<file path="config.mk">
export PLATFORM = sky130hd
export DESIGN_NAME = register_file
export DESIGN_NICKNAME = d
export VERILOG_FILES = /design/src/logic/arm_pkg.sv /design/src/logic/register_file.sv
export SDC_FILE = /design/constraint.sdc
export NUM_CORES = 1
export LEC_CHECK = 0
export BUFFER_PORTS_ARGS = -buffer_cell sky130_fd_sc_hd__buf_2
export CORE_MARGIN = 5
export CORE_UTILIZATION = 55
export DETAILED_ROUTE_END_ITERATION = 10
export GPL_TIMING_DRIVEN = 0
export PLACE_DENSITY_LB_ADDON = 0.12
export SETUP_SLACK_MARGIN = 0.5
export SYNTH_ARGS = -nofsm -noshare
export SYNTH_HDL_FRONTEND = slang
export SYNTH_SLANG_ARGS = --single-unit
</file>
<file path="constraint.sdc">
create_clock -name clk -period 3.6 [get_ports clk]
set_input_delay 0.72 -clock clk [delete_from_list [all_inputs] [get_ports clk]]
set_output_delay 0.72 -clock clk [all_outputs]
set_load 0.05 [all_outputs]
</file>
<file path="src/logic/arm_pkg.sv">
package arm_pkg;

	localparam int DATA_W = 32;
	// 256 words of unified memory by default
	localparam int ADDR_W = 8;
	localparam int REG_COUNT = 16;

	typedef enum logic [1:0] {
		MODE_ARITH  = 2'b00,
		MODE_MEMORY = 2'b01,
		MODE_BRANCH = 2'b10,
		MODE_HALT   = 2'b11
	} mode_e;

	// Data-processing opcodes in ARM numbering
	typedef enum logic [3:0] {
		OP_AND = 4'b0000,
		OP_EOR = 4'b0001,
		OP_SUB = 4'b0010,
		OP_ADD = 4'b0100,
		OP_ADC = 4'b0101,
		OP_SBC = 4'b0110,
		OP_TST = 4'b1000,
		OP_CMP = 4'b1010,
		OP_ORR = 4'b1100,
		OP_MOV = 4'b1101,
		OP_MVN = 4'b1111
	} opcode_e;

	// CMP runs as SUB and TST as AND, loads and stores as ADD
	typedef enum logic [3:0] {
		EXE_NOP = 4'b0000,
		EXE_MOV = 4'b0001,
		EXE_ADD = 4'b0010,
		EXE_ADC = 4'b0011,
		EXE_SUB = 4'b0100,
		EXE_SBC = 4'b0101,
		EXE_AND = 4'b0110,
		EXE_ORR = 4'b0111,
		EXE_EOR = 4'b1000,
		EXE_MVN = 4'b1001
	} exe_cmd_e;

	typedef union packed {
		struct packed {
			logic [3:0] cond;
			mode_e mode;
			logic imm;
			opcode_e opcode;
			logic s;
			logic [3:0] rn;
			logic [3:0] rd;
			logic [11:0] op2;
		} dp;
		struct packed {
			logic [3:0] cond;
			mode_e mode;
			logic [1:0] pad;
			logic signed [23:0] offset;
		} br;
	} instr_u;

	typedef struct packed {
		logic n;
		logic z;
		logic c;
		logic v;
	} flags_t;

endpackage

</file>
<file path="src/logic/register_file.sv">
`timescale 1ns/1ps

module register_file import arm_pkg::*; (
	input logic clk,
	input logic rst_n,
	input logic [3:0] rs_a,
	input logic [3:0] rs_b,
	input logic [3:0] rd,
	input logic we,
	input logic [DATA_W-1:0] wdata,
	output logic [DATA_W-1:0] rdata_a,
	output logic [DATA_W-1:0] rdata_b
);

	logic [DATA_W-1:0] regs [REG_COUNT];

	always_ff @(posedge clk) begin
		if (!rst_n) begin
			for (int i = 0; i < REG_COUNT; i++)
				regs[i] <= '0;
		end else if (we) begin
			regs[rd] <= wdata;
		end
	end

	// No bypass, a read in the write cycle sees the old value
	assign rdata_a = regs[rs_a];
	assign rdata_b = regs[rs_b];

endmodule

</file>
==> reports/qor.csv <==
metric;value;unit
status;complete, no violations;
synthesis-stage register bit count;512;
max-slew violation count;0;
# port buffers;106;
Multi-input gate area;10600;sq um
DR iter-0 viols;2517;
ANT nets after route;0;
die width;230;um
Cell Area, Synth;26500;sq um
Yosys cell types;17;
pwr/cell area;477;nW/um^2
vias in the first global route;17300;
unrepaired setup endpoints after global routing;yes;
Fin Hold WS;0.452;ns
largest net degree at the start of global routing;27;
Worst Path Max Fanout;10;
Arrival @ worst endpoint;2.42;ns
DR vias/cell;6.75;
leak pwr;10.6;nW
Fin. Hold Viols;0;
Register Area;15400;sq um
max_cap viols;0;
Post-DP HPWL;55400;um
GR Overflow Total;0;
root buf cell;clkbuf_16;
share of layout cells above drive strength 1;29.6;%
per-instance average area after synthesis;15.7;sq um
Worst VDD drop;348;uV
Worst Hold Class;input pin to register;
CTS clk-pin slew, worst paths;0.06;ns
Worst Path Required;2.88;ns
TritonCTS Sinks;512;
Top reg by flops;regs;
die area;52700;sq um
max reg flops;512;
worst hold path cell count;2;
FP Rows;80;
Max Clk Rate;318;MHz
post-synthesis sequential area ratio;58.0;%
First-pass DRT Iterations;5;
min Tclk post-route;3.14;ns
biggest regs;regs (512);
WL per Instance;32.6;um
post-synthesis net count;1734;
Die Height;230;um
# DRC;0;
YS warnings;0;
Syn Inst Count;1687;
FILL cells;3430;
Num CTS Buffers;55;
Initial Util;55.6;%
core area;47700;sq um
top cells by area, synth;edfxtp_1 58%, mux4_2 22%, and2_1 12%, a22oi_1 3.6%, clkbuf_1 1.7%;
initial antenna violation count;5;
area grow syn2layout;14.7;%
via count;17100;
CP startpoint kind;input pin;
H-tree depth;2;
final setup violation count;0;
critical path type;input pin to primary output;
routed wire length;82400;um
fin crit share;87.2;%
Longest Clk Path Bufs;3;
TNS Setup;0;ns
layout net count;1916;
Top Ports;111;
area fraction of the dominant cell type after synthesis;58.0;%
Rel. slew slack;22.2;%
first-pass GRT wire length;118000;um
Setup crit end kind;primary output;
cell taking the most area after synthesis;edfxtp_1;
global-route usage over all layers;31.1;%
TritonCTS clock tree;yes;
gp weighted congestion;0.875;
Post-CTS Setup Bufs;0;
Least-Margin Pin Slew;1.17;ns
-- through the flow --
stage	cells	area [sq um]	utilization, %	total power, mW	setup WS [ns]
2_1_floorplan	1687	26500	-	8.50	-0.335
3_3_place_gp	2408	27800	58.3	9.15	-4.15
3_5_place_dp	2427	28400	59.5	9.24	-0.0819
4_1_cts	2529	30300	63.5	14.5	0.453
5_1_grt	2530	30400	63.7	14.9	0.456
6_report	2530	30400	63.7	14.5	0.460
-- where the power goes --
part	switching [mW]	internal (mW)	total, mW
logic	1.32	0.803	2.12
clock network	2.38	2.94	5.31
registers	0.161	6.90	7.06
-- final timing paths --
check / endpoint / start / slack (ns)
setup / recovery: rdata_a[9] / rs_a[0] / 0.46
hold / removal: regs[13][24]$_SDFFCE_PN0P_ / wdata[24] / 0.45
-- layout by cell type (no fill, tap or decap), types with 2 or more instances in the layout --
cell and count:
a22oi_1 115, a22oi_2 13, and2_1 514, buf_12 12, buf_16 8, buf_2 115
buf_4 12, buf_6 16, buf_8 9, clkbuf_1 97, clkbuf_16 57, clkbuf_2 20
clkbuf_4 13, clkinv_1 22, clkinv_2 9, clkinvlp_4 2, edfxtp_1 512, mux4_2 256
nand2_1 65, nand2b_1 2, nand2b_2 4, nand4b_1 2, nor2_1 13, nor2b_1 4
nor3_2 4, o21ai_4 12
-- metal layers --
metal | up-vias | wire, um | GRT usage, %
li1 | 6921 | - | -
met4 | 6 | 2450 | 7.95
met2 | 1131 | 38800 | 49.3
met5 | - | 42 | 0
met3 | 188 | 9780 | 8.86
met1 | 8823 | 31300 | 43.2
-- layout make-up --
class | count | share of cell area (%)
antenna | 1 | 0.00823
buffer | 168 | 3.32
clock buffer | 67 | 4.81
clock inverter | 35 | 0.596
multi-input combinational | 1007 | 35.0
sequential | 512 | 50.5
tap | 615 | 2.53
timing repair buffer | 125 | 3.19
-- worst max-delay path, stage by stage --
cell	delay, ns
buf_6	0.22
buf_6	0.25
mux4_2	0.54
a22oi_1	0.33
nand2_1	0.13
buf_2	0.23
-- cell usage after synthesis --
| master | number |
|---|---|
| o21ai_0 | 12 |
| a22oi_1 | 128 |
| nor2b_1 | 4 |
| buf_2 | 16 |
| mux4_2 | 256 |
| nand4bb_1 | 1 |
| nand4_1 | 1 |
| nor3_2 | 4 |
| nand4b_1 | 2 |
| edfxtp_1 | 512 |
| buf_4 | 18 |
| and2_1 | 514 |
| clkbuf_1 | 121 |
| nand2_1 | 65 |
| nor2_1 | 14 |
| nand2b_1 | 6 |
| buf_1 | 13 |
-- kinds of logic after synthesis --
group / share of synthesized area [%]
compound gates: 3.85
buf+inv: 2.71
flops: 58.0
mux: 21.7
simple gates: 13.8
-- timing repair --
item / 4_1_cts / 5_1_grt
resized for setup: 114 / 34
pin swaps: 0 / 0
hold buffers: 0 / 0
hold endpoints to repair: 0 / 0
endpoints found under the setup margin: 64 / 43
Note: power is estimated with default switching activity, not from simulation.
