<file path="src/logic/arm_pkg.sv">
package arm_pkg;

	localparam int DATA_W = 32;
	// 256 words of unified memory by default
	localparam int ADDR_W = 8;
	localparam int REG_COUNT = 16;

	typedef enum logic [1:0] {
		MODE_ARITH  = 2'b00,
		MODE_MEMORY = 2'b01,
		MODE_BRANCH = 2'b10,
		MODE_HALT   = 2'b11
	} mode_e;

	// Data-processing opcodes in ARM numbering
	typedef enum logic [3:0] {
		OP_AND = 4'b0000,
		OP_EOR = 4'b0001,
		OP_SUB = 4'b0010,
		OP_ADD = 4'b0100,
		OP_ADC = 4'b0101,
		OP_SBC = 4'b0110,
		OP_TST = 4'b1000,
		OP_CMP = 4'b1010,
		OP_ORR = 4'b1100,
		OP_MOV = 4'b1101,
		OP_MVN = 4'b1111
	} opcode_e;

	// CMP runs as SUB and TST as AND, loads and stores as ADD
	typedef enum logic [3:0] {
		EXE_NOP = 4'b0000,
		EXE_MOV = 4'b0001,
		EXE_ADD = 4'b0010,
		EXE_ADC = 4'b0011,
		EXE_SUB = 4'b0100,
		EXE_SBC = 4'b0101,
		EXE_AND = 4'b0110,
		EXE_ORR = 4'b0111,
		EXE_EOR = 4'b1000,
		EXE_MVN = 4'b1001
	} exe_cmd_e;

	typedef union packed {
		struct packed {
			logic [3:0] cond;
			mode_e mode;
			logic imm;
			opcode_e opcode;
			logic s;
			logic [3:0] rn;
			logic [3:0] rd;
			logic [11:0] op2;
		} dp;
		struct packed {
			logic [3:0] cond;
			mode_e mode;
			logic [1:0] pad;
			logic signed [23:0] offset;
		} br;
	} instr_u;

	typedef struct packed {
		logic n;
		logic z;
		logic c;
		logic v;
	} flags_t;

endpackage

</file>
<file path="src/logic/control_unit.sv">
`timescale 1ns/1ps

module control_unit import arm_pkg::*; (
	input instr_u instr,
	output exe_cmd_e exe_cmd,
	output logic immediate,
	output logic mem_read,
	output logic mem_write,
	output logic wb_enable,
	output logic branch_taken,
	output logic status_write_enable
);

	always_comb begin
		exe_cmd = EXE_NOP;
		immediate = 1'b0;
		mem_read = 1'b0;
		mem_write = 1'b0;
		wb_enable = 1'b0;
		branch_taken = 1'b0;
		status_write_enable = 1'b0;
		case (instr.dp.mode)
			MODE_ARITH: begin
				immediate = instr.dp.imm;
				wb_enable = 1'b1;
				status_write_enable = instr.dp.s;
				case (instr.dp.opcode)
					OP_MOV: exe_cmd = EXE_MOV;
					OP_MVN: exe_cmd = EXE_MVN;
					OP_ADD: exe_cmd = EXE_ADD;
					OP_ADC: exe_cmd = EXE_ADC;
					OP_SUB: exe_cmd = EXE_SUB;
					OP_SBC: exe_cmd = EXE_SBC;
					OP_AND: exe_cmd = EXE_AND;
					OP_ORR: exe_cmd = EXE_ORR;
					OP_EOR: exe_cmd = EXE_EOR;
					OP_CMP: begin
						exe_cmd = EXE_SUB;
						wb_enable = 1'b0;
						status_write_enable = 1'b1;
					end
					OP_TST: begin
						exe_cmd = EXE_AND;
						wb_enable = 1'b0;
						status_write_enable = 1'b1;
					end
					default: wb_enable = 1'b0;
				endcase
			end
			MODE_MEMORY: begin
				// Address is base plus offset, S picks load over store
				exe_cmd = EXE_ADD;
				immediate = instr.dp.imm;
				mem_read = instr.dp.s;
				mem_write = !instr.dp.s;
				wb_enable = instr.dp.s;
			end
			MODE_BRANCH: branch_taken = 1'b1;
			default: ;
		endcase
	end

endmodule

</file>
<file path="config.mk">
export PLATFORM = sky130hd
export DESIGN_NAME = control_unit
export DESIGN_NICKNAME = d
export VERILOG_FILES = /design/src/logic/arm_pkg.sv /design/src/logic/control_unit.sv
export SDC_FILE = /design/constraint.sdc
export NUM_CORES = 1
export LEC_CHECK = 0
export BUFFER_PORTS_ARGS = -buffer_cell sky130_fd_sc_hd__buf_4
export CAP_MARGIN = 20
export CORE_AREA = 2 2 39 41
export DETAILED_ROUTE_END_ITERATION = 7
export DIE_AREA = 0 0 41 43
export GPL_TIMING_DRIVEN = 0
export PLACE_DENSITY_LB_ADDON = 0.05
export SLEW_MARGIN = 20
export SYNTH_ARGS = -nofsm -noshare
export SYNTH_HDL_FRONTEND = slang
export SYNTH_SLANG_ARGS = --single-unit
</file>
<file path="constraint.sdc">
create_clock -name vclk -period 1.4
set_clock_uncertainty 0.05 [all_clocks]
set_input_delay 0.21 -clock vclk [all_inputs]
set_output_delay 0.21 -clock vclk [all_outputs]
set_load 0.02 [all_outputs]
</file>
==> out/qor.yml <==
global_route:
  gr-total-overflow: 0
  antenna_found_initial: 0
  track_usage_pct: 6.99
  grt_max_degree: 9
  grt_pass1_wl_microns: 938
  grt_pass1_vias: 218
die:
  ioPinCount: 42
  die_area_sq_um: 1760
  core_sq_um: 1380
  die_h_microns: 43
  start_util_pct: 11.9
  fp-row-count: 14
  dieWidth_microns: 41
setup_path:
  startpoint_type: "input pin"
  cp.arrival_ns: 1.11
  critical_path.top_delay_family: "simple AND/OR/NAND/NOR gates"
  crit_chain: "buf_4 -> or3_2 -> a21oi_1 -> buf_4"
  cpPeakStageDelay_ns: 0.46
  worstPathMaxFanout: 6
  crit_path_frequent_cell: "buf_4"
  end_kind: "output pin"
  critPathKind: "input pin to output pin"
  crit_required_ns: 1.14
  critical_path_depth: 4
  crit_slowest_cell: "or3_2"
  cp.buffers_inverters: 2
job:
  drv_cap: 0
power_and_ir_drop:
  power_frac_clock_pct: 0
  leakage_nw: 0.148
  ir_worst_vdd_mv: 0.0969
  switching_share_pct: 52.0
  seq_power_share_pct: 0
  power.density_nw_per_um2: 316
  p_int_mw: 0.0487
  p_sw_mw: 0.0526
  p_comb_share_pct: 100.0
  total_power_mw: 0.101
sta:
  fin_crit_sh_pct: 97.7
  rsz0062_at_grt: "no"
  setup_viol: 0
  setup_slack_ns: 0.0318
  drv_slew: 0
  worst_pin_slew_ns: 0.264
  hold_viol: 0
  fin_crit_ns: 1.37
  slew_headroom_pct: 82.3
  fmax_ghz: 0.731
  setup_tns_ns: 0
min_path:
  whs_path_depth: 3
  hold_end: "exe_cmd[2]"
  hp-class: "input pin to output pin"
  worstHoldStart: "instr[26]"
placement:
  io_buffers: 18
  place_ws_ns: 0.0338
  routabilityCongestion: 0.645
  hpwl_microns: 452
cts:
  cts.repair.resized: 0
  ctsHoldBuffers: 0
  cts_setup_buffers: 0
final_layout:
  multi_input_area_sq_um: 161
  nNetsFinal: 76
  seqCellArea_sq_um: 0
  drive_gt1_share_pct: 47.6
  nClkBuffers: 0
  diodes: 0
  mostFrequentLayoutCells: "buf_4, nand2b_1, a21oi_1, nor2_1, nor2b_1"
  area_growth_pct: 93.9
  seq_cells: 0
  n_fill_cell: 160
  final_common_cell: "buf_4"
detailed_routing:
  first_pass_iters: 4
  routed_wl_microns: 555
  vias: 243
  drtAntennaViolNets: 0
  post_drt_wl_per_cell_microns: 9.57
  drt_iter0_drc: 5
  avgViaCountPerCell: 4.19
  drc: 0
logic_synthesis:
  syn-mean-instance-area_sq_um: 6.88
  synth_area_sq_um: 165
  syn_inst: 24
  yosys_warnings: 0
  synth_cell_types: 20
  yosysSeqAreaShare_pct: 0
  syn_nets: 56
run_status:
  outcome: "completed"
## worst max-delay path by stage
stage / start / to / slack [ns]
2_1_floorplan: instr[22] / exe_cmd[3] / 0.09
3_3_place_gp: instr[22] / exe_cmd[3] / 0.03
3_5_place_dp: instr[22] / exe_cmd[3] / 0.03
4_1_cts: instr[22] / exe_cmd[3] / 0.03
5_1_grt: instr[24] / wb_enable / 0.01
6_report: instr[22] / exe_cmd[3] / 0.03
## logic make-up (layout without fill, tap and decap cells)
logic type      after synthesis  count (layout)  share of synthesized area (%)
xor+xnor                      2               2                           10.6
mux                           1               1                           6.06
buf+inv                       1              19                           2.27
simple gates                 14              14                           51.5
compound gates                6               6                           29.5
## Yosys cell counts (all sizes together), types with 2 or more instances
library cell  number  area share, %
nand2b             2            7.6
a21oi              2            6.1
nor2               2            4.5
nor2b              2            7.6
## power groups by stage
stage	Clock [mW]	Sequential, mW	Combinational (mW)
CTS	0	0	0.103
floorplan	0	0	0.0470
global route	0	0	0.112
global placement	0	0	0.102
finish	0	0	0.101
detailed placement	0	0	0.102
## metal layers
| layer | up-vias | wire length (microns) | track usage [%] |
|---|---|---|---|
| met5 | - | 0 | 0 |
| met4 | 0 | 0 | 0 |
| met3 | 0 | 76 | 0.524 |
| met2 | 16 | 205 | 8.75 |
| met1 | 101 | 273 | 13.0 |
| li1 | 126 | - | - |
## stage by stage
step / instance area, sq um / util, % / std cells / hold WS (ns)
2_1_floorplan: 165 / - / 24 / 0.415
3_3_place_gp: 320 / 23.1 / 58 / 0.654
3_5_place_dp: 320 / 23.1 / 58 / 0.656
4_1_cts: 320 / 23.1 / 58 / 0.656
5_1_grt: 320 / 23.1 / 58 / 0.679
6_report: 320 / 23.1 / 58 / 0.653
## cell type report
class	instances	area share, %
Multi-Input combinational cell	23	50.4
Inverter	1	1.17
Tap cell	16	6.25
Timing Repair Buffer	18	42.2
(Power assumes the default switching activity.)
