### src/logic/arm_pkg.sv
package arm_pkg;

	localparam int DATA_W = 32;
	// 256 words of unified memory by default
	localparam int ADDR_W = 8;
	localparam int REG_COUNT = 16;

	typedef enum logic [1:0] {
		MODE_ARITH  = 2'b00,
		MODE_MEMORY = 2'b01,
		MODE_BRANCH = 2'b10,
		MODE_HALT   = 2'b11
	} mode_e;

	// Data-processing opcodes in ARM numbering
	typedef enum logic [3:0] {
		OP_AND = 4'b0000,
		OP_EOR = 4'b0001,
		OP_SUB = 4'b0010,
		OP_ADD = 4'b0100,
		OP_ADC = 4'b0101,
		OP_SBC = 4'b0110,
		OP_TST = 4'b1000,
		OP_CMP = 4'b1010,
		OP_ORR = 4'b1100,
		OP_MOV = 4'b1101,
		OP_MVN = 4'b1111
	} opcode_e;

	// CMP runs as SUB and TST as AND, loads and stores as ADD
	typedef enum logic [3:0] {
		EXE_NOP = 4'b0000,
		EXE_MOV = 4'b0001,
		EXE_ADD = 4'b0010,
		EXE_ADC = 4'b0011,
		EXE_SUB = 4'b0100,
		EXE_SBC = 4'b0101,
		EXE_AND = 4'b0110,
		EXE_ORR = 4'b0111,
		EXE_EOR = 4'b1000,
		EXE_MVN = 4'b1001
	} exe_cmd_e;

	typedef union packed {
		struct packed {
			logic [3:0] cond;
			mode_e mode;
			logic imm;
			opcode_e opcode;
			logic s;
			logic [3:0] rn;
			logic [3:0] rd;
			logic [11:0] op2;
		} dp;
		struct packed {
			logic [3:0] cond;
			mode_e mode;
			logic [1:0] pad;
			logic signed [23:0] offset;
		} br;
	} instr_u;

	typedef struct packed {
		logic n;
		logic z;
		logic c;
		logic v;
	} flags_t;

endpackage

### src/logic/execute_unit.sv
`timescale 1ns/1ps

module execute_unit import arm_pkg::*; (
	input logic clk,
	input logic rst_n,
	input exe_cmd_e exe_cmd,
	input logic [DATA_W-1:0] op_a,
	input logic [DATA_W-1:0] op_b,
	input logic flag_we,
	output logic [DATA_W-1:0] result,
	output flags_t flags
);

	logic [DATA_W-1:0] add_b;
	logic carry_in;
	logic [DATA_W:0] sum;
	logic arith;
	flags_t next_flags;

	always_comb begin
		add_b = op_b;
		carry_in = 1'b0;
		arith = 1'b0;
		case (exe_cmd)
			EXE_ADD: arith = 1'b1;
			EXE_ADC: begin
				arith = 1'b1;
				carry_in = flags.c;
			end
			// Subtract as a + ~b + 1, so C comes out as the inverted borrow
			EXE_SUB: begin
				arith = 1'b1;
				add_b = ~op_b;
				carry_in = 1'b1;
			end
			EXE_SBC: begin
				arith = 1'b1;
				add_b = ~op_b;
				carry_in = flags.c;
			end
			default: ;
		endcase
		sum = {1'b0, op_a} + {1'b0, add_b} + {{DATA_W{1'b0}}, carry_in};
		case (exe_cmd)
			EXE_MOV: result = op_b;
			EXE_MVN: result = ~op_b;
			EXE_AND: result = op_a & op_b;
			EXE_ORR: result = op_a | op_b;
			EXE_EOR: result = op_a ^ op_b;
			default: result = sum[DATA_W-1:0];
		endcase
		next_flags = flags;
		next_flags.n = result[DATA_W-1];
		next_flags.z = (result == '0);
		if (arith) begin
			next_flags.c = sum[DATA_W];
			next_flags.v = (op_a[DATA_W-1] == add_b[DATA_W-1]) &&
				(sum[DATA_W-1] != op_a[DATA_W-1]);
		end
	end

	always_ff @(posedge clk) begin
		if (!rst_n)
			flags <= '0;
		else if (flag_we)
			flags <= next_flags;
	end

endmodule

### config.mk
export PLATFORM = sky130hd
export DESIGN_NAME = execute_unit
export DESIGN_NICKNAME = d
export VERILOG_FILES = /design/src/logic/arm_pkg.sv /design/src/logic/execute_unit.sv
export SDC_FILE = /design/constraint.sdc
export NUM_CORES = 1
export LEC_CHECK = 0
export BUFFER_PORTS_ARGS = -buffer_cell sky130_fd_sc_hd__buf_2
export CAP_MARGIN = 20
export CORE_ASPECT_RATIO = 1.1
export CORE_UTILIZATION = 58
export DETAILED_ROUTE_END_ITERATION = 16
export PLACE_DENSITY = 0.84
export REMOVE_ABC_BUFFERS = 1
export SYNTH_ARGS = -nofsm -noshare
export SYNTH_HDL_FRONTEND = slang
export SYNTH_SLANG_ARGS = --single-unit
### constraint.sdc
create_clock -name clk -period 7.5 [get_ports clk]
set_input_delay 1.125 -clock clk [delete_from_list [all_inputs] [get_ports clk]]
set_output_delay 1.125 -clock clk [all_outputs]
set_load 0.05 [all_outputs]
==> results.toml <==
[outcome]
run_status = "completed"

[clocking]
cts_post_setup_buffers_inserted = 0
postCtsResizedCells = 0
clkLatencyLatePin_ns = 0.23
clock-root-buffer = "clkbuf_8"
cts_made_buffers = 3
cts_sinks = 4
cts-hold-fix-buffers = 0
cts_tree = "yes"
cts.path.max_buffers = 2
clk_pin_slew_ns = 0.03
cts-htree-levels = 1

[hold_path]
worstHoldPathType = "register to register"
timing.hold.worst.start = "flags[0]"
holdPathEnd = "flags[0]"
timing.hold.worst_path_depth = 2

[yosys]
synth_cell_type_count = 80
yosysSeqAreaShare = 0.0156
netlist_area_sq_mm = 0.00514
synth-simple-area-share = 0.179
synth-seq-cells = 4
synthesis.instances = 739
main_combinational_cell_family_by_area_after_synthesis = "compound AO/OA/AOI/OAI gates"
postSynth.asyncResetShare = 0
synth_compound_gate_area_share = 0.336
synth-edff-count = 0
yosys_warnings = 0
yosys_most_used_dff = "dfxtp_1"
post_synth_fa_ha_maj_area_fraction = 0.239
post_synth_xor_area_fraction = 0.121
syn-mean-instance-area_sq_um = 6.96
synth_mux_area_frac = 0.0119

[sta]
fin_worst_hold_slack_ns = 0.477
period_needed_ns = 6.26
tns_ns = 0
transition_time_of_the_tightest_slew_check_pin_ns = 1.11
max_freq_mhz = 160
fin_max_slew_vios = 0
layout_worst_path_cycle_share = 0.835
setup_clock_skew_after_layout_ns = 0.00684
max_slew_margin = 0.259
unrepaired_setup_endpoints_after_global_routing = "false"
report.final.setup_viol = 0
finalHoldViolations = 0

[place]
routabilityCongestion = 0.999
hpwl_dp_microns = 13400
port_buffers = 106
dp.cells = 922
post_dp_cell_area_sq_mm = 0.00569

[floorplanning]
design.die.area_sq_mm = 0.00925
dieHeight_microns = 101
die_width_microns = 91.8
core_sq_mm = 0.00850
design.portCount = 107
std_cell_rows = 35
initial_core_util = 0.605

[drt]
wl_per_cell_microns = 18.7
highest-signal-layer = "met4"
met2WireLength_microns = 8280
num_vias = 5960
drc = 0
avgViaCountPerCell = 6.44
antenna_violating_nets_post_route = 0
detailed_routed_wire_length_on_met3_microns = 1210
firstDrtPassIters = 5
drt_iter0_markers = 382
wirelength_met1_microns = 7410
routed_wirelength_microns = 17300

[grt]
via_count_of_the_first_global_routing_pass = 5609
track_usage = 0.367
antenna_found_initial = 0
global_route.overflow_total = 0
grt_pass1_wl_microns = 27500
grt_max_degree = 44

[layout]
post-route-util = 0.678
syn2layout_area_growth_pct = 12.0
antenna_diode_instance_count = 0
largest_register_ff_count = 4
top_flop_regs = "flags: 4 flops"
design.final.nets = 985
layout-drive-gt1-share = 0.174
final_cells = 926
register_with_the_most_flip_flops = "flags"
fin_area_sq_mm = 0.00576

[critical_path]
critical_path.n_buffers_inverters = 3
critical_path_class = "input port to output port"
worst_r2r_path_depth = 14
critical_path_arrival_ns = 5.13
worst_ep_required_time_ns = 6.38
path_cells = "buf_2 -> inv_1 -> and3_2 -> xnor2_1 -> fa_1 -> fa_1 -> nor2b_1 -> o2111ai_1 -> a21oi_2 -> nor2_1 -> o31ai_1 -> a311oi_1 -> xor2_1 -> o21ai_0 -> buf_2"
critical_path.slowest_cell = "and3_2"
worst_setup_path_end_kind = "output port"
regToRegSetupSlack_ns = 3.12
worst_path_top_cell_family_by_delay = "compound AO/OA/AOI/OAI gates"
r2r-end = "flags[2]"
worst_path_largest_cell_delay_ns = 0.60
worstPathMaxFanout = 18
critPathLaunchType = "input port"
cp_num_cells = 15
crit-reg2reg-launch = "flags[1]"

[power]
power-per-cell-area_mw_per_mm2 = 131
power_leakage_nw = 2.86
vdd.ir_drop.worst_mv = 0.101

[run]
max-cap-violations = 0
## cell usage after synthesis (all sizes together) (9+ instances only)
cell,n,area (sq um)
o21ai,50,258
xor2,25,219
inv,84,315
a221oi,9,78.8
clkbuf,18,67.6
xnor2,46,403
nor3,9,45.0
a22oi,16,120
ha,95,1190
buf,25,120
nand2,44,165
a21o,23,173
nor2,54,213
a21oi,68,359
nand4,9,56.3
## through the flow
stage          total power [W]  setup WS (ns)
2_1_floorplan         0.000514          0.647
3_3_place_gp          0.000681           1.45
3_5_place_dp          0.000694           1.34
4_1_cts               0.000744           1.30
5_1_grt               0.000805           1.07
6_report              0.000757           1.24
## final cells by class
class                      count  area (sq um)
timing repair buffer         116           626
tap                          111           139
multi-input combinational    608          4560
clock buffer                   3          41.3
inverter                      84           315
sequential                     4          80.1
fill                         790          2730
## per-layer routing
metal  global-route usage  vias to the layer above
li1                     -                     2817
met1                0.474                     2807
met2                0.652                      296
met3               0.0309                       40
met4                0.102                        0
met5                    0                        -
## worst max path at each step
stage | startpoint | to | slack [ns]
floorplan | exe_cmd[3] | result[28] | 0.65
global placement | exe_cmd[3] | result[28] | 1.45
detailed placement | exe_cmd[3] | result[28] | 1.34
CTS | exe_cmd[3] | result[28] | 1.30
global route | exe_cmd[3] | result[28] | 1.07
finish | exe_cmd[3] | result[28] | 1.24
## placed cells by master (no fill, tap or decap), types with 5 or more instances in the layout
| cell type | n |
|---|---|
| buf_2 | 106 |
| ha_1 | 95 |
| inv_1 | 84 |
| a21oi_1 | 65 |
| nor2_1 | 52 |
| xnor2_1 | 46 |
| nand2_1 | 44 |
| o21ai_0 | 44 |
| xor2_1 | 25 |
| a21o_1 | 23 |
| a22oi_1 | 16 |
| nor3_1 | 9 |
| nand4_1 | 9 |
| a221oi_1 | 9 |
| buf_4 | 9 |
| o21a_1 | 8 |
| nand3_1 | 8 |
| o22ai_1 | 8 |
| a211oi_1 | 8 |
| nor2b_1 | 7 |
| and2_1 | 6 |
| nand2b_1 | 6 |
| and3_1 | 6 |
| o221ai_1 | 5 |
| mux2i_1 | 5 |
| or3_1 | 5 |
| o2111ai_1 | 5 |
| o211ai_1 | 5 |
## cell families (layout without fill, tap and decap cells)
logic type / count (synthesis) / after routing
AO/OA/AOI/OAI: 254 / 254
XOR/XNOR: 71 / 71
adder cells (fa/ha/maj): 97 / 97
buffers and inverters: 127 / 203
multiplexers: 6 / 6
flip-flops: 4 / 4
AND/OR/NAND/NOR: 180 / 180
## tightest hold or removal path: stages, from the launching register on
cell and delay, ns:
dfxtp_1 0.30, nand2b_1 0.06, a21boi_0 0.07
## report_power, final
group,internal [W],switching [W]
logic,0.000218,0.000469
clock network,0.0000344,0.0000129
registers,0.0000226,0.000000634
total,0.000275,0.000482
No activity file was read; power rests on OpenSTA's default activity.
