--- src/logic/arm_pkg.sv ---
package arm_pkg;

	localparam int DATA_W = 32;
	// 256 words of unified memory by default
	localparam int ADDR_W = 8;
	localparam int REG_COUNT = 16;

	typedef enum logic [1:0] {
		MODE_ARITH  = 2'b00,
		MODE_MEMORY = 2'b01,
		MODE_BRANCH = 2'b10,
		MODE_HALT   = 2'b11
	} mode_e;

	// Data-processing opcodes in ARM numbering
	typedef enum logic [3:0] {
		OP_AND = 4'b0000,
		OP_EOR = 4'b0001,
		OP_SUB = 4'b0010,
		OP_ADD = 4'b0100,
		OP_ADC = 4'b0101,
		OP_SBC = 4'b0110,
		OP_TST = 4'b1000,
		OP_CMP = 4'b1010,
		OP_ORR = 4'b1100,
		OP_MOV = 4'b1101,
		OP_MVN = 4'b1111
	} opcode_e;

	// CMP runs as SUB and TST as AND, loads and stores as ADD
	typedef enum logic [3:0] {
		EXE_NOP = 4'b0000,
		EXE_MOV = 4'b0001,
		EXE_ADD = 4'b0010,
		EXE_ADC = 4'b0011,
		EXE_SUB = 4'b0100,
		EXE_SBC = 4'b0101,
		EXE_AND = 4'b0110,
		EXE_ORR = 4'b0111,
		EXE_EOR = 4'b1000,
		EXE_MVN = 4'b1001
	} exe_cmd_e;

	typedef union packed {
		struct packed {
			logic [3:0] cond;
			mode_e mode;
			logic imm;
			opcode_e opcode;
			logic s;
			logic [3:0] rn;
			logic [3:0] rd;
			logic [11:0] op2;
		} dp;
		struct packed {
			logic [3:0] cond;
			mode_e mode;
			logic [1:0] pad;
			logic signed [23:0] offset;
		} br;
	} instr_u;

	typedef struct packed {
		logic n;
		logic z;
		logic c;
		logic v;
	} flags_t;

endpackage

--- src/logic/mem_bus_if.sv ---
`timescale 1ns/1ps

interface mem_bus_if import arm_pkg::*; #(
	parameter int ADDR_W = arm_pkg::ADDR_W
) ();
	logic req;
	logic we;
	logic [ADDR_W-1:0] addr;
	logic [DATA_W-1:0] wdata;
	logic gnt;
	logic rvalid;
	logic [DATA_W-1:0] rdata;

	// Requester side holds its request until gnt
	modport master (output req, we, addr, wdata, input gnt, rvalid, rdata);
	modport slave (input req, we, addr, wdata, output gnt, rvalid, rdata);

endinterface

--- src/logic/mem_arbiter.sv ---
`timescale 1ns/1ps

module mem_arbiter import arm_pkg::*; #(
	parameter int ADDR_W = arm_pkg::ADDR_W
) (
	input logic clk,
	input logic rst_n,
	mem_bus_if.slave host,
	mem_bus_if.slave lsu,
	mem_bus_if.slave fetch,
	output logic mem_en,
	output logic mem_we,
	output logic [ADDR_W-1:0] mem_addr,
	output logic [DATA_W-1:0] mem_wdata,
	input logic [DATA_W-1:0] mem_rdata
);

	logic rd_host;
	logic rd_lsu;
	logic rd_fetch;

	// Host first, then load/store, then fetch
	assign host.gnt = host.req;
	assign lsu.gnt = lsu.req && !host.req;
	assign fetch.gnt = fetch.req && !host.req && !lsu.req;

	assign mem_en = host.req || lsu.req || fetch.req;

	always_comb begin
		if (host.req) begin
			mem_we = host.we;
			mem_addr = host.addr;
			mem_wdata = host.wdata;
		end else if (lsu.req) begin
			mem_we = lsu.we;
			mem_addr = lsu.addr;
			mem_wdata = lsu.wdata;
		end else begin
			mem_we = fetch.we;
			mem_addr = fetch.addr;
			mem_wdata = fetch.wdata;
		end
	end

	// Owner of the read issued last cycle
	always_ff @(posedge clk) begin
		if (!rst_n) begin
			rd_host <= 1'b0;
			rd_lsu <= 1'b0;
			rd_fetch <= 1'b0;
		end else begin
			rd_host <= host.gnt && !host.we;
			rd_lsu <= lsu.gnt && !lsu.we;
			rd_fetch <= fetch.gnt && !fetch.we;
		end
	end

	assign host.rvalid = rd_host;
	assign lsu.rvalid = rd_lsu;
	assign fetch.rvalid = rd_fetch;
	assign host.rdata = mem_rdata;
	assign lsu.rdata = mem_rdata;
	assign fetch.rdata = mem_rdata;

endmodule

--- src/flat_wrapper.sv ---
// flat-port wrapper written by rule: the top's interface ports become plain ports
module mem_arbiter_flat import arm_pkg::*;
#(
	parameter int ADDR_W = arm_pkg::ADDR_W
)
  (clk, rst_n, mem_en, mem_we, mem_addr, mem_wdata, mem_rdata, host_req, host_we, host_addr, host_wdata, host_gnt, host_rvalid, host_rdata, lsu_req, lsu_we, lsu_addr, lsu_wdata, lsu_gnt, lsu_rvalid, lsu_rdata, fetch_req, fetch_we, fetch_addr, fetch_wdata, fetch_gnt, fetch_rvalid, fetch_rdata);
  mem_bus_if #(.ADDR_W(ADDR_W)) host_i ();
  mem_bus_if #(.ADDR_W(ADDR_W)) lsu_i ();
  mem_bus_if #(.ADDR_W(ADDR_W)) fetch_i ();
  input logic clk;
  input logic rst_n;
  output logic mem_en;
  output logic mem_we;
  output logic [ADDR_W-1:0] mem_addr;
  output logic [DATA_W-1:0] mem_wdata;
  input logic [DATA_W-1:0] mem_rdata;
  input wire logic [$bits(host_i.req)-1:0] host_req;
  input wire logic [$bits(host_i.we)-1:0] host_we;
  input wire logic [$bits(host_i.addr)-1:0] host_addr;
  input wire logic [$bits(host_i.wdata)-1:0] host_wdata;
  output wire logic [$bits(host_i.gnt)-1:0] host_gnt;
  output wire logic [$bits(host_i.rvalid)-1:0] host_rvalid;
  output wire logic [$bits(host_i.rdata)-1:0] host_rdata;
  input wire logic [$bits(lsu_i.req)-1:0] lsu_req;
  input wire logic [$bits(lsu_i.we)-1:0] lsu_we;
  input wire logic [$bits(lsu_i.addr)-1:0] lsu_addr;
  input wire logic [$bits(lsu_i.wdata)-1:0] lsu_wdata;
  output wire logic [$bits(lsu_i.gnt)-1:0] lsu_gnt;
  output wire logic [$bits(lsu_i.rvalid)-1:0] lsu_rvalid;
  output wire logic [$bits(lsu_i.rdata)-1:0] lsu_rdata;
  input wire logic [$bits(fetch_i.req)-1:0] fetch_req;
  input wire logic [$bits(fetch_i.we)-1:0] fetch_we;
  input wire logic [$bits(fetch_i.addr)-1:0] fetch_addr;
  input wire logic [$bits(fetch_i.wdata)-1:0] fetch_wdata;
  output wire logic [$bits(fetch_i.gnt)-1:0] fetch_gnt;
  output wire logic [$bits(fetch_i.rvalid)-1:0] fetch_rvalid;
  output wire logic [$bits(fetch_i.rdata)-1:0] fetch_rdata;
  assign host_i.req = host_req;
  assign host_i.we = host_we;
  assign host_i.addr = host_addr;
  assign host_i.wdata = host_wdata;
  assign host_gnt = host_i.gnt;
  assign host_rvalid = host_i.rvalid;
  assign host_rdata = host_i.rdata;
  assign lsu_i.req = lsu_req;
  assign lsu_i.we = lsu_we;
  assign lsu_i.addr = lsu_addr;
  assign lsu_i.wdata = lsu_wdata;
  assign lsu_gnt = lsu_i.gnt;
  assign lsu_rvalid = lsu_i.rvalid;
  assign lsu_rdata = lsu_i.rdata;
  assign fetch_i.req = fetch_req;
  assign fetch_i.we = fetch_we;
  assign fetch_i.addr = fetch_addr;
  assign fetch_i.wdata = fetch_wdata;
  assign fetch_gnt = fetch_i.gnt;
  assign fetch_rvalid = fetch_i.rvalid;
  assign fetch_rdata = fetch_i.rdata;
  mem_arbiter #(.ADDR_W(ADDR_W)) u_core (.clk(clk), .rst_n(rst_n), .host(host_i), .lsu(lsu_i), .fetch(fetch_i), .mem_en(mem_en), .mem_we(mem_we), .mem_addr(mem_addr), .mem_wdata(mem_wdata), .mem_rdata(mem_rdata));
endmodule
--- config.mk ---
export PLATFORM = sky130hd
export DESIGN_NAME = mem_arbiter_flat
export DESIGN_NICKNAME = d
export VERILOG_FILES = /design/src/logic/arm_pkg.sv /design/src/logic/mem_bus_if.sv /design/src/logic/mem_arbiter.sv /design/src/flat_wrapper.sv
export SDC_FILE = /design/constraint.sdc
export NUM_CORES = 1
export LEC_CHECK = 0
export BUFFER_PORTS_ARGS = -buffer_cell sky130_fd_sc_hd__buf_2
export CORE_AREA = 4 4 116 118
export CTS_BUF_LIST = sky130_fd_sc_hd__clkbuf_8
export DETAILED_ROUTE_END_ITERATION = 8
export DIE_AREA = 0 0 120 122
export GPL_TIMING_DRIVEN = 0
export PLACE_DENSITY = 0.53
export SETUP_SLACK_MARGIN = 0.05
export SLEW_MARGIN = 20
export SYNTH_ARGS = -nofsm -noshare
export SYNTH_HDL_FRONTEND = slang
export SYNTH_SLANG_ARGS = --single-unit
--- constraint.sdc ---
create_clock -name clk -period 2.8 [get_ports clk]
set_clock_uncertainty 0.05 [all_clocks]
set_input_delay 0.56 -clock clk [delete_from_list [all_inputs] [get_ports clk]]
set_output_delay 0.56 -clock clk [all_outputs]
set_load 0.01 [all_outputs]
==> qor.txt <==
status = complete, no violations
Total Wirelength = 7610 um
crit path to = mem_wdata[5]
routed vias = 2414
Critical Path RT = 2190 ps
WL/cell = 11.1 um
DP HPWL = 6740 um
Worst Path Max Fanout = 10
WP data arrival = 1620 ps
final net count = 677
total grt overflow = 0
layout cells sized above 1 = 0.740
Peak VDD IR = 0.0000775 V
Tmin final = 2230 ps
max capacitance violation total = 0
crit end category = output port
critical setup path kind = input port to output port
Synth Register Bits = 3
top-area cell type share of the netlist area = 0.426
gpl congestion = 0.756
Power Density = 201 nW/um^2
Async S/R FF share, synth = 0
CTS max path bufs = 2
# hold bufs at CTS = 0
Distinct cells, synth = 14
post-synthesis average cell area = 7.06 um^2
# IOs = 304
synthesis-to-layout area growth = 94.4%
total track usage = 0.0863
most area-hungry cell type in the Yosys netlist = buf_4
initial antenna violation count = 0
PortBufs = 270
pin count of the biggest net entering global routing = 11
first-pass GRT wire length = 10700 um
clock sink count = 3
Die Span Y = 122 um
Iter 0 DRT Violations = 41
Root Buffer = clkbuf_8
Initial Utilization = 0.137
max-slew violations = 0
setup TNS = 0 ps
ranking of synthesized cells by area = buf_4 (43%), mux2i_1 (23%), o21ai_0 (12%)
EDFF count, synth = 0
Warnings, synthesis = 0
post-CTS sizing = 0
Post-route DRC = 0
vias per cell = 3.51
cell with the most instances after synthesis = buf_4
vias in the first global route = 2337
Syn Nets = 402
Die Area = 14600 um^2
Hold WC Path Type = input port to register
drt pass-1 iters = 4
Worst Setup Start Kind = input port
clock tree from TritonCTS = built
Highest Clock Rate = 448 MHz
fin area = 3320 um^2
postcts setup bufs = 0
core box area = 12500 um^2
origin of the worst setup path = host_req
CTS buffer count = 3
Filler cells = 1430
predominant post-synthesis flop cell = dfxtp_1
Clock transition at path regs = 30 ps
post-synthesis sequential area ratio = 0.0352
WHS = 560 ps
Setup violations, final = 0
final hold violation count = 0
post-route ant nets = 0
Period Utilization, post-route = 0.797
# rows = 41
Leakage = 2.06 nW
H-tree levels = 1
Die W = 120 um
placed cell area = 3270 um^2
commonest cells in the netlist = buf_4 (97), mux2i_1 (40), nand2_1 (40), o21ai_0 (40)
Post-Syn Instances = 242
Worst Tran Pin Value = 448 ps
Mapped Area = 1710 um^2
Max transition margin = 0.702
RSZ-0062 raised after global routing = no
# diodes = 0
## area by class of cell
type                    count  area, um^2  area share
plain buffers             111         825       0.248
clock buffers               3        41.3      0.0124
clock inverters             1        3.75     0.00113
multi-input cells         128         823       0.248
flip-flops and latches      3        60.1      0.0181
well taps                 172         215      0.0648
repair buffers            270        1350       0.407
## routing by layer
| metal | up-vias | share of wire | track usage |
|---|---|---|---|
| met5 | - | 0 | 0 |
| met4 | 0 | 0.0071 | 0.0172 |
| met3 | 6 | 0.095 | 0.0144 |
| met2 | 139 | 0.53 | 0.162 |
| met1 | 1016 | 0.37 | 0.103 |
| li1 | 1253 | - | - |
## cells by family (layout without fill, tap and decap cells)
| family | count (synthesis) | in the layout | share of synthesized area |
|---|---|---|---|
| buffers and inverters | 111 | 385 | 0.483 |
| AND/OR/NAND/NOR | 46 | 46 | 0.115 |
| flip-flops | 3 | 3 | 0.0352 |
| multiplexers | 42 | 42 | 0.250 |
| AO/OA/AOI/OAI | 40 | 40 | 0.117 |
## registers in the layout, indices dropped and copies added (netlist names)
name                 flops
u_core.fetch.rvalid      1
u_core.host.rvalid       1
u_core.lsu.rvalid        1
## worst min-delay path by stage
stage                                to  slack [ps]  start  cells after the start
floorplan            u_core.host.rvalid         670  rst_n                      1
global placement    u_core.fetch.rvalid         770  rst_n                      2
detailed placement   u_core.host.rvalid         780  rst_n                      2
CTS                  u_core.host.rvalid         550  rst_n                      2
global route         u_core.host.rvalid         570  rst_n                      2
finish              u_core.fetch.rvalid         560  rst_n                      2
## worst max-delay path, cell delays in order
cell and delay (ps):
buf_2 120, buf_2 230, clkbuf_1 350, o21ai_0 190, buf_2 180
## placed cells by master (no fill, tap or decap), types with 3 or more instances in the layout
cell        n
o21ai_0    40
nand2_1    40
clkbuf_1    4
buf_6       5
dfxtp_1     3
clkbuf_8    3
buf_4      97
mux2i_1    40
buf_2     275
and3b_1     3
## where the power goes
group,total [mW],leakage [nW],switching [mW],internal (mW)
Clock,0.121,0.0269,0.0281,0.0933
Sequential,0.0445,0.0244,0.000203,0.0443
Combinational,0.502,2.01,0.217,0.285
## metrics by stage
| stage | util | setup slack (ps) | std cells | power, mW |
|---|---|---|---|---|
| floorplan | - | 949 | 242 | 0.323 |
| global placement | 0.263 | 495 | 684 | 0.554 |
| detailed placement | 0.263 | 535 | 684 | 0.555 |
| CTS | 0.266 | 523 | 688 | 0.681 |
| global route | 0.266 | 392 | 688 | 0.723 |
| finish | 0.266 | 568 | 688 | 0.668 |
(Power assumes the default switching activity.)
