==> config.mk <==
export PLATFORM = sky130hd
export DESIGN_NAME = instr_sequencer_flat
export DESIGN_NICKNAME = d
export VERILOG_FILES = /design/src/logic/arm_pkg.sv /design/src/logic/mem_bus_if.sv /design/src/logic/instr_sequencer.sv /design/src/flat_wrapper.sv
export SDC_FILE = /design/constraint.sdc
export NUM_CORES = 1
export LEC_CHECK = 0
export ABC_AREA = 1
export BUFFER_PORTS_ARGS = -buffer_cell sky130_fd_sc_hd__buf_2
export CORE_ASPECT_RATIO = 0.9
export CORE_MARGIN = 3
export CORE_UTILIZATION = 37
export DETAILED_ROUTE_END_ITERATION = 7
export PLACE_DENSITY = 0.66
export SLEW_MARGIN = 20
export SYNTH_ARGS = -nofsm -noshare
export SYNTH_HDL_FRONTEND = slang
export SYNTH_SLANG_ARGS = --single-unit
export TNS_END_PERCENT = 100
==> constraint.sdc <==
create_clock -name clk -period 5.24 [get_ports clk]
set_input_delay 1.048 -clock clk [delete_from_list [all_inputs] [get_ports clk]]
set_output_delay 1.048 -clock clk [all_outputs]
set_load 0.01 [all_outputs]
==> src/logic/arm_pkg.sv <==
package arm_pkg;

	localparam int DATA_W = 32;
	// 256 words of unified memory by default
	localparam int ADDR_W = 8;
	localparam int REG_COUNT = 16;

	typedef enum logic [1:0] {
		MODE_ARITH  = 2'b00,
		MODE_MEMORY = 2'b01,
		MODE_BRANCH = 2'b10,
		MODE_HALT   = 2'b11
	} mode_e;

	// Data-processing opcodes in ARM numbering
	typedef enum logic [3:0] {
		OP_AND = 4'b0000,
		OP_EOR = 4'b0001,
		OP_SUB = 4'b0010,
		OP_ADD = 4'b0100,
		OP_ADC = 4'b0101,
		OP_SBC = 4'b0110,
		OP_TST = 4'b1000,
		OP_CMP = 4'b1010,
		OP_ORR = 4'b1100,
		OP_MOV = 4'b1101,
		OP_MVN = 4'b1111
	} opcode_e;

	// CMP runs as SUB and TST as AND, loads and stores as ADD
	typedef enum logic [3:0] {
		EXE_NOP = 4'b0000,
		EXE_MOV = 4'b0001,
		EXE_ADD = 4'b0010,
		EXE_ADC = 4'b0011,
		EXE_SUB = 4'b0100,
		EXE_SBC = 4'b0101,
		EXE_AND = 4'b0110,
		EXE_ORR = 4'b0111,
		EXE_EOR = 4'b1000,
		EXE_MVN = 4'b1001
	} exe_cmd_e;

	typedef union packed {
		struct packed {
			logic [3:0] cond;
			mode_e mode;
			logic imm;
			opcode_e opcode;
			logic s;
			logic [3:0] rn;
			logic [3:0] rd;
			logic [11:0] op2;
		} dp;
		struct packed {
			logic [3:0] cond;
			mode_e mode;
			logic [1:0] pad;
			logic signed [23:0] offset;
		} br;
	} instr_u;

	typedef struct packed {
		logic n;
		logic z;
		logic c;
		logic v;
	} flags_t;

endpackage

==> src/logic/mem_bus_if.sv <==
`timescale 1ns/1ps

interface mem_bus_if import arm_pkg::*; #(
	parameter int ADDR_W = arm_pkg::ADDR_W
) ();
	logic req;
	logic we;
	logic [ADDR_W-1:0] addr;
	logic [DATA_W-1:0] wdata;
	logic gnt;
	logic rvalid;
	logic [DATA_W-1:0] rdata;

	// Requester side holds its request until gnt
	modport master (output req, we, addr, wdata, input gnt, rvalid, rdata);
	modport slave (input req, we, addr, wdata, output gnt, rvalid, rdata);

endinterface

==> src/logic/instr_sequencer.sv <==
`timescale 1ns/1ps

module instr_sequencer import arm_pkg::*; #(
	parameter int ADDR_W = arm_pkg::ADDR_W
) (
	input logic clk,
	input logic rst_n,
	input logic run,
	mem_bus_if.master bus,
	output instr_u instr,
	input logic mem_read,
	input logic mem_write,
	input logic wb_enable,
	input logic branch_taken,
	input logic status_write_enable,
	output logic lsu_start,
	input logic lsu_done,
	output logic wb_sel_load,
	output logic reg_we,
	output logic flag_we,
	output logic halted
);

	typedef enum logic [2:0] {IDLE, FETCH, WAIT_INSTR, EXECUTE, MEMORY, HALT} state_e;

	state_e state;
	logic [ADDR_W-1:0] pc;
	logic is_mem;
	logic is_halt;

	assign is_mem = mem_read || mem_write;
	assign is_halt = (instr.dp.mode == MODE_HALT);

	// Fetch port is read only
	assign bus.req = (state == FETCH);
	assign bus.we = 1'b0;
	assign bus.addr = pc;
	assign bus.wdata = '0;

	assign lsu_start = (state == EXECUTE) && is_mem;
	assign wb_sel_load = (state == MEMORY);
	assign reg_we = ((state == EXECUTE) && wb_enable && !is_mem) ||
		((state == MEMORY) && lsu_done && mem_read);
	assign flag_we = (state == EXECUTE) && status_write_enable;
	assign halted = (state == HALT);

	always_ff @(posedge clk) begin
		if (!rst_n) begin
			state <= IDLE;
			pc <= '0;
		end else begin
			case (state)
				IDLE: if (run) state <= FETCH;
				FETCH: if (bus.gnt) state <= WAIT_INSTR;
				WAIT_INSTR: if (bus.rvalid) state <= EXECUTE;
				EXECUTE: begin
					if (is_halt) begin
						state <= HALT;
					end else begin
						// Branch offset counts words from the next instruction
						if (branch_taken)
							pc <= pc + 1'b1 + ADDR_W'(instr.br.offset);
						else
							pc <= pc + 1'b1;
						state <= is_mem ? MEMORY : FETCH;
					end
				end
				MEMORY: if (lsu_done) state <= FETCH;
				HALT: begin
					if (!run) begin
						state <= IDLE;
						pc <= '0;
					end
				end
				default: state <= IDLE;
			endcase
		end
	end

	always_ff @(posedge clk) begin
		if (state == WAIT_INSTR && bus.rvalid)
			instr <= instr_u'(bus.rdata);
	end

endmodule

==> src/flat_wrapper.sv <==
// flat-port wrapper written by rule: the top's interface ports become plain ports
module instr_sequencer_flat import arm_pkg::*;
#(
	parameter int ADDR_W = arm_pkg::ADDR_W
)
  (clk, rst_n, run, instr, mem_read, mem_write, wb_enable, branch_taken, status_write_enable, lsu_start, lsu_done, wb_sel_load, reg_we, flag_we, halted, bus_req, bus_we, bus_addr, bus_wdata, bus_gnt, bus_rvalid, bus_rdata);
  mem_bus_if #(.ADDR_W(ADDR_W)) bus_i ();
  input logic clk;
  input logic rst_n;
  input logic run;
  output instr_u instr;
  input logic mem_read;
  input logic mem_write;
  input logic wb_enable;
  input logic branch_taken;
  input logic status_write_enable;
  output logic lsu_start;
  input logic lsu_done;
  output logic wb_sel_load;
  output logic reg_we;
  output logic flag_we;
  output logic halted;
  output wire logic [$bits(bus_i.req)-1:0] bus_req;
  output wire logic [$bits(bus_i.we)-1:0] bus_we;
  output wire logic [$bits(bus_i.addr)-1:0] bus_addr;
  output wire logic [$bits(bus_i.wdata)-1:0] bus_wdata;
  input wire logic [$bits(bus_i.gnt)-1:0] bus_gnt;
  input wire logic [$bits(bus_i.rvalid)-1:0] bus_rvalid;
  input wire logic [$bits(bus_i.rdata)-1:0] bus_rdata;
  assign bus_req = bus_i.req;
  assign bus_we = bus_i.we;
  assign bus_addr = bus_i.addr;
  assign bus_wdata = bus_i.wdata;
  assign bus_i.gnt = bus_gnt;
  assign bus_i.rvalid = bus_rvalid;
  assign bus_i.rdata = bus_rdata;
  instr_sequencer #(.ADDR_W(ADDR_W)) u_core (.clk(clk), .rst_n(rst_n), .run(run), .bus(bus_i), .instr(instr), .mem_read(mem_read), .mem_write(mem_write), .wb_enable(wb_enable), .branch_taken(branch_taken), .status_write_enable(status_write_enable), .lsu_start(lsu_start), .lsu_done(lsu_done), .wb_sel_load(wb_sel_load), .reg_we(reg_we), .flag_we(flag_we), .halted(halted));
endmodule
==> flow_summary_export.csv <==
group,metric,value,unit
power_and_ir_drop,p_leak,1.40,nW
drt,drt-total-wl,4930,um
drt,num_vias,1843,
synthesis,yosysTopAreaCell,"edfxtp_1",
drt,viasPerCell,4.31,
floorplan,fp.dieW,90,um
hold_path,hold-path-endpoint,"u_core.bus.addr[3]",
cells_and_area,regArea,0.00118,mm2
clock_network,cts-resized-gates,0,
grt,overflow,0,
synthesis,postSynthCellCount,250,
drt,drc,0,
power_and_ir_drop,power_frac_clock,22.5,%
floorplan,core-area,0.00592,mm2
floorplan,start_util,39.7,%
clock_network,post_cts_buffers,0,
critical_path,worst_setup_path_end_kind,"output port",
power_and_ir_drop,totalPowerFinal,944,uW
critical_path,reg2reg_depth,16,
place,place_hpwl,3960,um
cells_and_area,fin_nets,395,
drt,ant_nets,0,
cells_and_area,antenna_cells,0,
place,pre_cts_ws,2550,ps
grt,first_global_vias,1696,
power_and_ir_drop,seqPwrFrac,47.7,%
critical_path,required,4190,ps
run_status,status,"finished, final reports clean",
timing,fmax,372,MHz
power_and_ir_drop,sw_frac_of_total,34.7,%
clock_network,cts_made_buffers,5,
hold_path,min_path_type,"flop to flop",
power_and_ir_drop,p_comb_share,29.8,%
critical_path,critPathMaxFanout,4,
synthesis,syn_area_per_cell,9.40,um2
run,maxCapViolations,0,
synthesis,ys_ff_latch,43,
clock_network,cts_hold_buffers,0,
synthesis,yosysMostFrequentCell,"nand2_1",
grt,antenna_found_initial,0,
synthesis,ys_top_cells_by_count,"nand2_1, buf_4, edfxtp_1",
timing,finalClockSkew,8.37,ps
floorplan,die_h,81.6,um
power_and_ir_drop,switchingPower,328,uW
synthesis,ys_warn_count,0,
synthesis,seq_area_frac_synth,50.3,%
timing,rsz0062_at_grt,"no",
grt,gr-usage-all-layers,13.6,%
cells_and_area,syn2layout_area_growth,21.5,%
clock_network,cts.clk_slew.worst_paths,90,ps
synthesis,yosysTopAreaCellShare,40.9,%
synthesis,ys_async_sr_fraction,0,%
critical_path,cp-start-kind,"primary input",
power_and_ir_drop,pwr_density_cell,331,mW/mm2
critical_path,worstSetupPathType,"primary input to output port",
timing,final_hold_viol_count,0,
drt,firstDrtPassIters,4,
synthesis,ys_types,30,
drt,wire_per_inst,11.5,um
clock_network,cts_sinks,43,
hold_path,min_delay_path_depth,2,
power_and_ir_drop,ir_drop,0.170,mV
cells_and_area,multi_input_area,917,um2
grt,grt_pass1_wl,7830,um
power_and_ir_drop,internal_power,616,uW
timing,period_needed,2690,ps
timing,relSlewSlack,41.1,%
timing,tightestPinTransition,881,ps
synthesis,synth_edf_count,32,
place,gp_congestion,0.859,
synthesis,synth_area_leaders,"edfxtp_1, buf_4, dfxtp_1",
hold_path,min_from,"u_core.bus.addr[3]",
critical_path,reg2reg_from,"u_core.bus.addr[0]",
timing,final_max_slew_viol_count,0,
cells_and_area,drive_gt1_share,31.7,%
critical_path,reg2reg_to,"u_core.bus.addr[7]",
synthesis,synth_ff_type,"edfxtp_1",
floorplan,placementRows,26,
grt,grt_max_degree,33,
floorplan,fp.dieArea,0.00734,mm2
timing,post-route-period-util,51.3,%
timing,tns,0,ps
timing,setup_ws,2550,ps
synthesis,synth_area,0.00235,mm2
critical_path,r2r_slack,2910,ps
clock_network,cts.path.max_buffers,2,
clock_network,cts_root_buf,"clkbuf_8",
timing,setup_violations,0,
clock_network,cts_tree,"built",
drt,drt-initial-drc-count,58,
clock_network,worstSkewPairLatency,290,ps
critical_path,critPathArrivalTime,1640,ps
clock_network,cts_max_level,2,
cells_and_area,fillCellCount,588,
place,port_buffers,88,
floorplan,num_io_pins,122,
## flip-flops by register name (all words and copies together), names as in the netlist
| register | cells |
|---|---|
| u_core.instr | 32 |
| u_core.state | 3 |
| u_core.bus.addr | 8 |
## cells by family after synthesis
kind of cell	share of synthesized area, %
DFF	50.3
xor gates and xnor gates	2.24
and+or+nand+nor	19.5
adders and majority gates	5.11
AOI/OAI and AO/OA	6.60
other	0.160
buffers and inverters	16.1
## worst max-delay path, cell delays in order
cell and delay (ps):
buf_2 100, nor2_1 200, nand3_1 110, nand2_1 60
buf_2 120
## placed cells by master (no fill, tap or decap), drive strengths merged
master | Yosys | routed
nand4 | 2 | 2
inv | 32 | 33
fa | 1 | 1
conb | 1 | 33
or2 | 2 | 2
o21ai | 5 | 5
xnor2 | 1 | 1
clkbuf | 0 | 5
nand2 | 55 | 55
nand3 | 19 | 19
nor3 | 3 | 3
ha | 8 | 8
o211ai | 5 | 5
a21oi | 13 | 13
clkinv | 1 | 3
o21bai | 2 | 2
o32ai | 1 | 1
edfxtp | 32 | 32
dfxtp | 11 | 11
nor2 | 17 | 17
xor2 | 5 | 5
buf | 34 | 88
## per-layer routing
metal	global-route usage, %	vias to the layer above	part of all wire [%]
met3	6.68	2	13
li1	-	936	-
met2	21.8	98	44
met4	4.13	0	0.47
met5	0	-	0
met1	16.2	807	43
## worst max-delay path by stage
stage / startpoint / end / slack (ps) / cells after the start
after global placement: mem_write / reg_we / 2580 / 5
after CTS: mem_write / reg_we / 2540 / 5
final: mem_write / reg_we / 2550 / 5
after global routing: mem_read / reg_we / 2480 / 5
after floorplan: bus_rvalid / u_core.instr[0] / 2380 / 2
after detailed placement: mem_write / reg_we / 2550 / 5
## stage by stage
stage                     std cells  util [%]  area [um2]  hold slack (ps)
after global placement          420      46.7        2770              491
final                           428      48.2        2850              511
after CTS                       428      48.2        2850              516
after floorplan                 282         -        2470              501
after detailed placement        420      46.7        2770              503
after global routing            428      48.2        2850              539
## layout make-up
class,instances,share of cell area (%)
clock inverter,3,0.614
sequential,43,41.4
multi-input combinational,172,32.1
tap,84,3.68
clock buffer,5,2.41
inverter,33,4.34
timing repair buffer,88,15.4
## power by group through the flow
stage	sequential (mW)	combinational [mW]	clock (mW)
floorplan	0.475	0.191	0
global placement	0.457	0.282	0
detailed placement	0.459	0.285	0
CTS	0.451	0.286	0.225
global route	0.457	0.320	0.237
finish	0.451	0.281	0.212
Power figures use the tool's default switching activity.
